<file path="config.mk">
export PLATFORM = sky130hd
export DESIGN_NAME = rng_lfsr_axil_top
export DESIGN_NICKNAME = d
export VERILOG_FILES = /design/src/design/rng_pkg.sv /design/src/design/axil_slave_port.sv /design/src/design/lfsr_core.sv /design/src/design/rng_lfsr_axil_top.sv /design/src/design/rng_regs.sv
export VERILOG_INCLUDE_DIRS = /design/src /design/src/include
export SDC_FILE = /design/constraint.sdc
export NUM_CORES = 1
export LEC_CHECK = 0
export ABC_AREA = 1
export CORE_UTILIZATION = 35
export DETAILED_ROUTE_END_ITERATION = 8
export DONT_BUFFER_PORTS = 1
export PLACE_DENSITY_LB_ADDON = 0.1
export SLEW_MARGIN = 0
export SYNTH_ARGS = -nofsm -noshare
export SYNTH_HDL_FRONTEND = slang
export SYNTH_SLANG_ARGS = --single-unit
</file>
<file path="constraint.sdc">
create_clock -name clk -period 2.25 [get_ports clk]
set_input_delay 0.225 -clock clk [delete_from_list [all_inputs] [get_ports clk]]
set_output_delay 0.225 -clock clk [all_outputs]
set_load 0.01 [all_outputs]
</file>
<file path="src/include/rng_defs.svh">
// RNG peripheral definitions
`ifndef RNG_DEFS_SVH
`define RNG_DEFS_SVH

// AXI4-Lite bus widths
`define AXIL_ADDR_W 4
`define AXIL_DATA_W 32
`define AXIL_STRB_W (`AXIL_DATA_W / 8)

// Generator width and the state after reset
`define LFSR_W 4
`define RNG_RESET_SEED 4'b1010

// Register map
`define RNG_ADDR_CTRL 4'h0
`define RNG_ADDR_RAND 4'h4
`define RNG_ADDR_SEED 4'h8

// CTRL register bits
`define RNG_CTRL_ENABLE 0
`define RNG_CTRL_STEP 1

`endif

</file>
<file path="src/design/rng_pkg.sv">
// RNG peripheral types
`include "rng_defs.svh"

package rng_pkg;

    // AXI4-Lite fields
    typedef logic [`AXIL_ADDR_W-1:0] axil_addr_t;
    typedef logic [`AXIL_DATA_W-1:0] axil_data_t;
    typedef logic [`AXIL_STRB_W-1:0] axil_strb_t;

    // Response codes, the peripheral only ever answers OKAY
    typedef enum logic [1:0] {
        RESP_OKAY   = 2'b00,
        RESP_SLVERR = 2'b10
    } axil_resp_t;

    // Generator state
    typedef logic [`LFSR_W-1:0] lfsr_state_t;

endpackage

</file>
<file path="src/design/axil_slave_port.sv">
// AXI4-Lite slave port
`timescale 1ns/1ps

module axil_slave_port (
    input  logic                clk,
    input  logic                rst_n,

    // Write address channel
    input  rng_pkg::axil_addr_t s_axi_awaddr,
    input  logic                s_axi_awvalid,
    output logic                s_axi_awready,

    // Write data channel
    input  rng_pkg::axil_data_t s_axi_wdata,
    input  rng_pkg::axil_strb_t s_axi_wstrb,
    input  logic                s_axi_wvalid,
    output logic                s_axi_wready,

    // Write response channel
    output rng_pkg::axil_resp_t s_axi_bresp,
    output logic                s_axi_bvalid,
    input  logic                s_axi_bready,

    // Read address channel
    input  rng_pkg::axil_addr_t s_axi_araddr,
    input  logic                s_axi_arvalid,
    output logic                s_axi_arready,

    // Read data channel
    output rng_pkg::axil_data_t s_axi_rdata,
    output rng_pkg::axil_resp_t s_axi_rresp,
    output logic                s_axi_rvalid,
    input  logic                s_axi_rready,

    // Register block side
    output logic                wr_en,
    output rng_pkg::axil_addr_t wr_addr,
    output rng_pkg::axil_data_t wr_data,
    output rng_pkg::axil_strb_t wr_strb,
    output rng_pkg::axil_addr_t rd_addr,
    input  rng_pkg::axil_data_t rd_data
);

    import rng_pkg::*;

    logic       awready_q;
    logic       wready_q;
    logic       bvalid_q;
    axil_resp_t bresp_q;
    logic       arready_q;
    logic       rvalid_q;
    axil_resp_t rresp_q;
    axil_data_t rdata_q;

    logic       wr_accept;
    logic       rd_accept;

    // Both write channels must be present and the last response retired
    assign wr_accept = s_axi_awvalid & s_axi_wvalid & ~bvalid_q & ~awready_q & ~wready_q;
    assign rd_accept = s_axi_arvalid & ~arready_q & ~rvalid_q;

    // AW and W readies pulse together for one cycle
    always_ff @(posedge clk or negedge rst_n) begin
        if (!rst_n) begin
            awready_q <= 1'b0;
            wready_q  <= 1'b0;
        end else begin
            awready_q <= wr_accept;
            wready_q  <= wr_accept;
        end
    end

    // Write strobe to the registers during the ready cycle
    assign wr_en   = awready_q & wready_q & s_axi_awvalid & s_axi_wvalid;
    assign wr_addr = s_axi_awaddr;
    assign wr_data = s_axi_wdata;
    assign wr_strb = s_axi_wstrb;

    // Response raised on the edge where the register update lands
    always_ff @(posedge clk or negedge rst_n) begin
        if (!rst_n) begin
            bvalid_q <= 1'b0;
            bresp_q  <= RESP_OKAY;
        end else if (wr_en && !bvalid_q) begin
            bvalid_q <= 1'b1;
            bresp_q  <= RESP_OKAY;
        end else if (bvalid_q && s_axi_bready) begin
            bvalid_q <= 1'b0;
        end
    end

    always_ff @(posedge clk or negedge rst_n) begin
        if (!rst_n) begin
            arready_q <= 1'b0;
        end else begin
            arready_q <= rd_accept;
        end
    end

    // Address goes straight to the read mux
    assign rd_addr = s_axi_araddr;

    always_ff @(posedge clk or negedge rst_n) begin
        if (!rst_n) begin
            rvalid_q <= 1'b0;
            rresp_q  <= RESP_OKAY;
        end else if (arready_q && s_axi_arvalid && !rvalid_q) begin
            rvalid_q <= 1'b1;
            rresp_q  <= RESP_OKAY;
        end else if (rvalid_q && s_axi_rready) begin
            rvalid_q <= 1'b0;
        end
    end

    // Read data captured once per transfer and held until taken
    always_ff @(posedge clk) begin
        if (arready_q && s_axi_arvalid && !rvalid_q) begin
            rdata_q <= rd_data;
        end
    end

    assign s_axi_awready = awready_q;
    assign s_axi_wready  = wready_q;
    assign s_axi_bvalid  = bvalid_q;
    assign s_axi_bresp   = bresp_q;
    assign s_axi_arready = arready_q;
    assign s_axi_rvalid  = rvalid_q;
    assign s_axi_rresp   = rresp_q;
    assign s_axi_rdata   = rdata_q;

    a_bvalid_hold: assert property (
        @(posedge clk) disable iff (!rst_n)
        s_axi_bvalid && !s_axi_bready |=> s_axi_bvalid
    );

    a_rdata_stable: assert property (
        @(posedge clk) disable iff (!rst_n)
        s_axi_rvalid && !s_axi_rready |=> s_axi_rvalid && $stable(s_axi_rdata)
    );

    // Back-pressure on B must stall the address and data channels
    a_no_accept_during_b: assert property (
        @(posedge clk) disable iff (!rst_n)
        s_axi_bvalid |-> !s_axi_awready && !s_axi_wready
    );

endmodule

</file>
<file path="src/design/lfsr_core.sv">
// Four-bit Fibonacci LFSR
`timescale 1ns/1ps
`include "rng_defs.svh"

module lfsr_core (
    input  logic                 clk,
    input  logic                 rst_n,
    input  logic                 lfsr_load,
    input  rng_pkg::lfsr_state_t lfsr_seed,
    input  logic                 lfsr_step,
    output rng_pkg::lfsr_state_t lfsr_state
);

    import rng_pkg::*;

    lfsr_state_t state_q;
    logic        feedback;

    // Taps for x^4 + x^3 + 1
    assign feedback = state_q[`LFSR_W-1] ^ state_q[`LFSR_W-2];

    // Load wins over a step in the same cycle
    always_ff @(posedge clk or negedge rst_n) begin
        if (!rst_n) begin
            state_q <= `RNG_RESET_SEED;
        end else if (lfsr_load) begin
            state_q <= lfsr_seed;
        end else if (lfsr_step) begin
            state_q <= {state_q[`LFSR_W-2:0], feedback};
        end
    end

    assign lfsr_state = state_q;

    // Zero is the one state the shift can never leave
    a_state_nonzero: assert property (
        @(posedge clk) disable iff (!rst_n)
        state_q != '0
    );

    a_seed_nonzero: assert property (
        @(posedge clk) disable iff (!rst_n)
        lfsr_load |-> lfsr_seed != '0
    );

endmodule

</file>
<file path="src/design/rng_lfsr_axil_top.sv">
// LFSR random number peripheral top
`timescale 1ns/1ps

module rng_lfsr_axil_top (
    input  logic                clk,
    input  logic                rst_n,

    input  rng_pkg::axil_addr_t s_axi_awaddr,
    input  logic                s_axi_awvalid,
    output logic                s_axi_awready,

    input  rng_pkg::axil_data_t s_axi_wdata,
    input  rng_pkg::axil_strb_t s_axi_wstrb,
    input  logic                s_axi_wvalid,
    output logic                s_axi_wready,

    output rng_pkg::axil_resp_t s_axi_bresp,
    output logic                s_axi_bvalid,
    input  logic                s_axi_bready,

    input  rng_pkg::axil_addr_t s_axi_araddr,
    input  logic                s_axi_arvalid,
    output logic                s_axi_arready,

    output rng_pkg::axil_data_t s_axi_rdata,
    output rng_pkg::axil_resp_t s_axi_rresp,
    output logic                s_axi_rvalid,
    input  logic                s_axi_rready
);

    import rng_pkg::*;

    // Port to register block
    logic        wr_en;
    axil_addr_t  wr_addr;
    axil_data_t  wr_data;
    axil_strb_t  wr_strb;
    axil_addr_t  rd_addr;
    axil_data_t  rd_data;

    // Register block to generator
    logic        lfsr_load;
    lfsr_state_t lfsr_seed;
    logic        lfsr_step;
    lfsr_state_t lfsr_state;

    axil_slave_port u_port (
        .clk           (clk),
        .rst_n         (rst_n),
        .s_axi_awaddr  (s_axi_awaddr),
        .s_axi_awvalid (s_axi_awvalid),
        .s_axi_awready (s_axi_awready),
        .s_axi_wdata   (s_axi_wdata),
        .s_axi_wstrb   (s_axi_wstrb),
        .s_axi_wvalid  (s_axi_wvalid),
        .s_axi_wready  (s_axi_wready),
        .s_axi_bresp   (s_axi_bresp),
        .s_axi_bvalid  (s_axi_bvalid),
        .s_axi_bready  (s_axi_bready),
        .s_axi_araddr  (s_axi_araddr),
        .s_axi_arvalid (s_axi_arvalid),
        .s_axi_arready (s_axi_arready),
        .s_axi_rdata   (s_axi_rdata),
        .s_axi_rresp   (s_axi_rresp),
        .s_axi_rvalid  (s_axi_rvalid),
        .s_axi_rready  (s_axi_rready),
        .wr_en         (wr_en),
        .wr_addr       (wr_addr),
        .wr_data       (wr_data),
        .wr_strb       (wr_strb),
        .rd_addr       (rd_addr),
        .rd_data       (rd_data)
    );

    rng_regs u_regs (
        .clk        (clk),
        .rst_n      (rst_n),
        .wr_en      (wr_en),
        .wr_addr    (wr_addr),
        .wr_data    (wr_data),
        .wr_strb    (wr_strb),
        .rd_addr    (rd_addr),
        .rd_data    (rd_data),
        .lfsr_state (lfsr_state),
        .lfsr_load  (lfsr_load),
        .lfsr_seed  (lfsr_seed),
        .lfsr_step  (lfsr_step)
    );

    lfsr_core u_lfsr (
        .clk        (clk),
        .rst_n      (rst_n),
        .lfsr_load  (lfsr_load),
        .lfsr_seed  (lfsr_seed),
        .lfsr_step  (lfsr_step),
        .lfsr_state (lfsr_state)
    );

endmodule

</file>
<file path="src/design/rng_regs.sv">
// RNG register map
`timescale 1ns/1ps
`include "rng_defs.svh"

module rng_regs (
    input  logic                 clk,
    input  logic                 rst_n,

    // Access from the bus port
    input  logic                 wr_en,
    input  rng_pkg::axil_addr_t  wr_addr,
    input  rng_pkg::axil_data_t  wr_data,
    input  rng_pkg::axil_strb_t  wr_strb,
    input  rng_pkg::axil_addr_t  rd_addr,
    output rng_pkg::axil_data_t  rd_data,

    // Generator control
    input  rng_pkg::lfsr_state_t lfsr_state,
    output logic                 lfsr_load,
    output rng_pkg::lfsr_state_t lfsr_seed,
    output logic                 lfsr_step
);

    import rng_pkg::*;

    logic        lane0_wr;
    logic        ctrl_wr;
    logic        seed_wr;
    logic        single_step;
    logic        enable_q;
    lfsr_state_t seed_field;

    // Only the low byte carries register bits
    assign lane0_wr = wr_en & wr_strb[0];
    assign ctrl_wr  = lane0_wr && (wr_addr == `RNG_ADDR_CTRL);
    assign seed_wr  = lane0_wr && (wr_addr == `RNG_ADDR_SEED);

    // Free-running enable
    always_ff @(posedge clk or negedge rst_n) begin
        if (!rst_n) begin
            enable_q <= 1'b0;
        end else if (ctrl_wr) begin
            enable_q <= wr_data[`RNG_CTRL_ENABLE];
        end
    end

    // Step bit is a command and is never stored
    assign single_step = ctrl_wr & wr_data[`RNG_CTRL_STEP];
    assign lfsr_step   = enable_q | single_step;

    // An all-zero seed would lock up the generator
    assign seed_field = wr_data[`LFSR_W-1:0];
    assign lfsr_load  = seed_wr;
    assign lfsr_seed  = (seed_field == '0) ? `RNG_RESET_SEED : seed_field;

    // Read mux, SEED is write-only and reads as zero
    always_comb begin
        rd_data = '0;
        case (rd_addr)
            `RNG_ADDR_CTRL: rd_data[`RNG_CTRL_ENABLE] = enable_q;
            `RNG_ADDR_RAND: rd_data[`LFSR_W-1:0] = lfsr_state;
            default: rd_data = '0;
        endcase
    end

    a_load_step_exclusive: assert property (
        @(posedge clk) disable iff (!rst_n)
        !(lfsr_load && single_step)
    );

endmodule

</file>
==> flow_summary.ini, run 1 <==
[drt]
post-route-drc-count = 0
num_vias = 628
final_antenna_net_count = 0
wl_per_cell_um = 8.49
routed.top_layer = met4
initialDrtViolationCount = 3
routed_met1_length_um = 578
met2WireLength_um = 613
route.final.wire_length_um = 1340
met3WireLength_um = 142
count_of_tritonroute_iterations_in_the_first_routing_pass = 2
routed_via_density = 3.97

[synth]
synth.ff_latch_count = 13
post_synth_instance_area_um2 = 981
synth_warnings = 0
syn_inst = 125
synthDistinctLibCells = 22
synth.avg_cell_area_um2 = 7.85
yosysSeqAreaShare_pct = 35.5

[die]
floorplan.initialDensity_pct = 38.2
fp.coreArea_um2 = 2570
core.rowCount = 18
die-height_um = 54.9
die_w_um = 54.9
io_pins = 92
die-area_um2 = 3020

[cts]
ctsLongestPathBuffers = 2
clkLatencyLatePin_ps = 270
cts.sink_count = 13
clk_root_buffer_cell = sky130_fd_sc_hd__clkbuf_4
numCtsBuffers = 3
cts_tree = built
cts.htree.levels = 1
clkSlewWorstSetupHoldPaths_ps = 80
cts_post_setup_buffers_inserted = 0

[setup_path]
cp_cell_sequence = nand4_1 -> nor2_4 -> nor2_2 -> nand2_4 -> nand2_1 -> nand2_1
crit_arrival_ps = 1430
critical-path-slowest-cell = sky130_fd_sc_hd__dfrtp_1
endpoint_kind = register
crit_path_max_incr_delay_ps = 490
critical-path-top-cell-by-count = sky130_fd_sc_hd__nand2_1
top_delay_family_on_crit_path = simple AND/OR/NAND/NOR gates
path_buf_inv = 0
worst_setup_path_start_kind = register
timing.setup.critical_path_class = register to register
worst-path-max-fanout = 5
critical_path_required_ps = 2420

[layout]
post_route_cells_drive_above_1_share_pct = 12.5
ff_latch_area_um2 = 348
postLayoutCoreUtil_pct = 36.0
flow.area_growth_from_synthesis_pct = -5.87
multi_input_comb_area_um2 = 449
highest_count_cells_in_the_layout_ignoring_fill_and_taps = sky130_fd_sc_hd__conb_1, sky130_fd_sc_hd__nand2_1, sky130_fd_sc_hd__inv_1
diodes = 0
layout.filler_cells = 290
layout.cells.most_common = sky130_fd_sc_hd__conb_1
layout.nets = 180

[placed_design]
dpl_worst_slack_ps = 978
detailedPlacementHpwl_um = 1150
place.port_buffers = 0
placer_congestion_estimate = 0.659

[timing]
fin_setup_tns_ps = 0
finalWorstPathRequiredPeriod_ps = 1260
worst_clock_skew_ps = 3.02
fmax_ghz = 0.792
hold_ws_ps = 42.6
timing.final.hold_violations = 0
final-setup-viol-count = 0
finalCritPeriodShare_pct = 56.1
post-route-worst-setup-slack_ps = 987
rsz0062_at_grt = no
slew_viol_final = 0

[grt]
grt_max_degree = 10
grt_antenna_before_repair = 0
global_route.overflow_total = 0
wire_length_of_the_first_global_routing_pass_um = 2150
first_global_vias = 534
globalRouteTotalUtil_pct = 10.1

[power_and_ir_drop]
clock_power_share_pct = 29.8
internal-power_uw = 337
power_switching_share_pct = 28.2
power.switching_uw = 132
ir_worst_vdd_mv = 0.245
combinationalPowerShare_pct = 12.4
ratio_of_total_power_to_cell_area_nw_per_um2 = 508
finalPower_uw = 469
total_leakage_power_nw = 0.476
share_seq_of_total_power_pct = 57.8

[outcome]
outcome = finished clean

[hold_path]
worst_hold_path_type = input pin to register

[flow_run]
maxcap_viol_count = 0
sequential cells by signal, summed over array words and instances, names as in the netlist:
name	count
u_regs.enable_q	1
u_port.s_axi_awready	1
u_port.s_axi_rvalid	1
u_port.s_axi_bvalid	1
u_port.s_axi_arready	1
u_lfsr.lfsr_state	4
u_port.s_axi_rdata	4
cell type report:
type / count / share of cell area (%)
multi-input combinational: 96 / 48.6
sequential: 13 / 37.7
inverter: 14 / 5.69
tap: 30 / 4.07
clock buffer: 4 / 2.85
timing repair buffer: 1 / 1.08
logic make-up after synthesis:
logic type | after synthesis | synth area share, %
AND/OR/NAND/NOR | 60 | 30.5
buffers and inverters | 47 | 30.6
flip-flops | 13 | 35.5
AO/OA/AOI/OAI | 2 | 1.15
XOR/XNOR | 1 | 0.893
multiplexers | 1 | 1.02
other | 1 | 0.382
per-stage QoR:
| stage | instances | instance area, um^2 |
|---|---|---|
| final | 158 | 923 |
| after global routing | 158 | 923 |
| after CTS | 158 | 923 |
| after detailed placement | 153 | 887 |
| after global placement | 153 | 887 |
| after floorplan | 156 | 1100 |
per-layer routing:
layer | vias to the layer above | GRT usage (%)
met5 | - | 0
met4 | 0 | 6.25
met3 | 2 | 2.19
met2 | 39 | 16.3
met1 | 261 | 12.1
li1 | 326 | -
final timing paths:
check	from	endpoint	slack (ps)	cells past startpoint
worst max-delay path	u_port.s_axi_awready	u_lfsr.lfsr_state[2]	990	6
worst min-delay path	s_axi_bready	u_port.s_axi_bvalid	40	1
worst max register to register	u_port.s_axi_awready	u_lfsr.lfsr_state[2]	990	6
worst min register to register	u_lfsr.lfsr_state[1]	u_lfsr.lfsr_state[1]	510	2
max in group asynchronous	rst_n	u_lfsr.lfsr_state[3]	1630	1
min in group asynchronous	rst_n	u_lfsr.lfsr_state[0]	310	1
power by group through the flow:
stage | sequential (mW) | combinational [mW] | clock (mW)
after floorplan | 0.273 | 0.0939 | 0
after detailed placement | 0.276 | 0.0541 | 0
after global routing | 0.274 | 0.0707 | 0.161
after global placement | 0.276 | 0.0537 | 0
final | 0.271 | 0.0584 | 0.140
after CTS | 0.272 | 0.0587 | 0.145
synthesized netlist by cell type:
cell	n	area, um^2
sky130_fd_sc_hd__nand3_2	1	10.0
sky130_fd_sc_hd__dfstp_2	2	52.6
sky130_fd_sc_hd__nand2_2	2	12.5
sky130_fd_sc_hd__edfxtp_1	4	120
sky130_fd_sc_hd__nand3_4	1	17.5
sky130_fd_sc_hd__inv_2	1	3.75
sky130_fd_sc_hd__nand2_1	31	116
sky130_fd_sc_hd__nand4_1	1	6.26
sky130_fd_sc_hd__mux2i_1	1	10.0
sky130_fd_sc_hd__nor3_1	1	5.00
sky130_fd_sc_hd__buf_4	33	248
sky130_fd_sc_hd__o22ai_1	1	6.26
sky130_fd_sc_hd__o21ai_0	1	5.00
sky130_fd_sc_hd__nand2_4	1	11.3
sky130_fd_sc_hd__nor2_1	9	33.8
sky130_fd_sc_hd__nor2_4	3	33.8
sky130_fd_sc_hd__xor2_1	1	8.76
sky130_fd_sc_hd__inv_1	13	48.8
sky130_fd_sc_hd__nand3_1	8	40.0
sky130_fd_sc_hd__nor2_2	2	12.5
sky130_fd_sc_hd__dfrtp_1	7	175
sky130_fd_sc_hd__conb_1	1	3.75
what timing repair did:
action	in CTS	in global routing
endpoints found under the hold margin	9	0
hold buffers	1	0
resized for setup	0	0
No activity file was read; power rests on OpenSTA's default activity.
==> run 2, diff against run 1 <==
==> constraint.sdc (replaced) <==
create_clock -name clk -period 1.08 [get_ports clk]
set_input_delay 0.108 -clock clk [delete_from_list [all_inputs] [get_ports clk]]
set_output_delay 0.108 -clock clk [all_outputs]
set_load 0.01 [all_outputs]
==> run 2 against run 1 <==
The run now ends with negative setup slack left. Sequential power increased by 110%. Wire length increased by 3.9%. Maximum frequency increased by 11%. Sequential share of layout area decreased by 4.5 points. Cell count increased by 7.6%. Worst hold slack improved by 8.0 ps. Non-clock buffer count increased by 12. Critical endpoint is now u_lfsr.lfsr_state[0]. Setup slack got worse by 1000 ps.
==> flow_summary.ini, run 2 (synthesis results as in run 1) <==
[outcome]
outcome = complete, but fails checks
violations_in_the_final_reports = negative setup slack

[setup_path]
critical_path_required_ps = 1240
worst_setup_path_startpoint = u_port.s_axi_awready
timing.rr.start = u_port.s_axi_awready
worst_setup_path_start_kind = register
timing.setup.critical_path_class = register to register
destination_of_the_worst_register_to_register_timing_path = u_lfsr.lfsr_state[0]
setup.reg_to_reg.worst_slack_ps = -60
endpoint_kind = register
reg2reg_depth = 7
crit_arrival_ps = 1300
worst-path-max-fanout = 5

[drt]
initialDrtViolationCount = 8
post-route-drc-count = 0
num_vias = 671
count_of_tritonroute_iterations_in_the_first_routing_pass = 4
wl_per_cell_um = 8.21
routed_via_density = 3.95
route.final.wire_length_um = 1400
final_antenna_net_count = 0

[cts]
numCtsBuffers = 3
clk_root_buffer_cell = sky130_fd_sc_hd__clkbuf_4
cts.sink_count = 13
clkSlewWorstSetupHoldPaths_ps = 70
clkLatencyLatePin_ps = 260
cts.htree.levels = 1
ctsLongestPathBuffers = 2
cts_tree = built

[timing]
fmax_ghz = 0.877
post-route-worst-setup-slack_ps = -60.6
timing.final.hold_violations = 0
worst_clock_skew_ps = 4.23
hold_ws_ps = 50.6
finalCritPeriodShare_pct = 106
rsz0062_at_grt = yes
slew_viol_final = 0
finalWorstPathRequiredPeriod_ps = 1140
final-setup-viol-count = 5

[die]
die-area_um2 = 3020
io_pins = 92
core.rowCount = 18
floorplan.initialDensity_pct = 38.2
die-height_um = 54.9
fp.coreArea_um2 = 2570
die_w_um = 54.9

[hold_path]
whs_path_depth = 2
worst_hold_path_type = input pin to register
whs_endpoint = u_port.s_axi_rvalid
holdCritStartpoint = s_axi_arvalid

[power_and_ir_drop]
total_leakage_power_nw = 0.534
ir_worst_vdd_mv = 0.551
ratio_of_total_power_to_cell_area_nw_per_um2 = 966
finalPower_mw = 1.02

[layout]
layout.filler_cells = 294
highest_count_cells_in_the_layout_ignoring_fill_and_taps = sky130_fd_sc_hd__conb_1, sky130_fd_sc_hd__nand2_1, sky130_fd_sc_hd__inv_1
flow.area_growth_from_synthesis_pct = 7.40
post_route_cells_drive_above_1_share_pct = 18.6
diodes = 0
layout.cells.most_common = sky130_fd_sc_hd__conb_1
layout.nets = 192

[grt]
globalRouteTotalUtil_pct = 10.8
grt_max_degree = 10
global_route.overflow_total = 0
first_global_vias = 558
grt_antenna_before_repair = 0
wire_length_of_the_first_global_routing_pass_um = 2250

[flow_run]
maxcap_viol_count = 0

[placed_design]
place.port_buffers = 0
detailedPlacementHpwl_um = 1190
placer_congestion_estimate = 0.703
-- run 2: metrics by stage --
| stage | std cells | util, % | TNS (ps) | setup slack [ps] | instance area, um^2 |
|---|---|---|---|---|---|
| floorplan | 156 | - | 0 | 0.434 | 1100 |
| global placement | 158 | 36.2 | -352 | -110 | 930 |
| detailed placement | 158 | 36.2 | -375 | -121 | 930 |
| CTS | 169 | 40.0 | -218 | -67.7 | 1030 |
| global route | 170 | 41.0 | -686 | -163 | 1050 |
| finish | 170 | 41.0 | -119 | -60.6 | 1050 |
-- run 2: per-layer routing --
metal  vias up  track usage, %  wire length [um]
met5         -               0                 0
met4         0            8.75                27
met3         2            2.19               131
met2        43            16.9               641
met1       273            12.8               595
li1        353               -                 -
-- run 2: how the worst max path moves through the flow --
| stage | endpoint | cells past startpoint | slack (ps) |
|---|---|---|---|
| 2_1_floorplan | u_lfsr.lfsr_state[0] | 7 | 0.4 |
| 3_3_place_gp | u_lfsr.lfsr_state[2] | 7 | -110 |
| 6_report | u_lfsr.lfsr_state[0] | 7 | -60 |
| 4_1_cts | u_lfsr.lfsr_state[0] | 7 | -70 |
| 5_1_grt | u_lfsr.lfsr_state[2] | 6 | -160 |
| 3_5_place_dp | u_lfsr.lfsr_state[0] | 7 | -120 |
-- run 2: what timing repair did --
action | 4_1_cts | 5_1_grt
pin swaps | 2 | 5
resized for setup | 1 | 5
hold endpoints to repair | 14 | 0
setup endpoints to repair | 4 | 5
setup buffers | 0 | 1
hold buffers | 7 | 0
-- run 2: cell type report --
cell class	count	area (um^2)	area share, %
Clock buffer	4	26.3	2.49
Tap cell	30	37.5	3.56
Timing Repair Buffer	13	119	11.3
Multi-Input combinational cell	96	469	44.5
Inverter	14	52.6	4.99
Sequential cell	13	349	33.1
-- run 2: where the power goes --
part	leakage [nW]	internal (mW)	switching, mW
Sequential	0.151	0.534	0.0228
Clock	0.0150	0.143	0.141
Combinational	0.367	0.0627	0.115
Total	0.534	0.740	0.278
-- run 2: worst max-delay path, cell delays in order, from the launching register on --
cell and delay, ps:
sky130_fd_sc_hd__dfrtp_2 440, sky130_fd_sc_hd__nand3_4 100, sky130_fd_sc_hd__nor2_4 170, sky130_fd_sc_hd__nand2_2 90
sky130_fd_sc_hd__nand2_1 70, sky130_fd_sc_hd__nand2_1 50, sky130_fd_sc_hd__nand2_1 60, sky130_fd_sc_hd__nand2_1 40
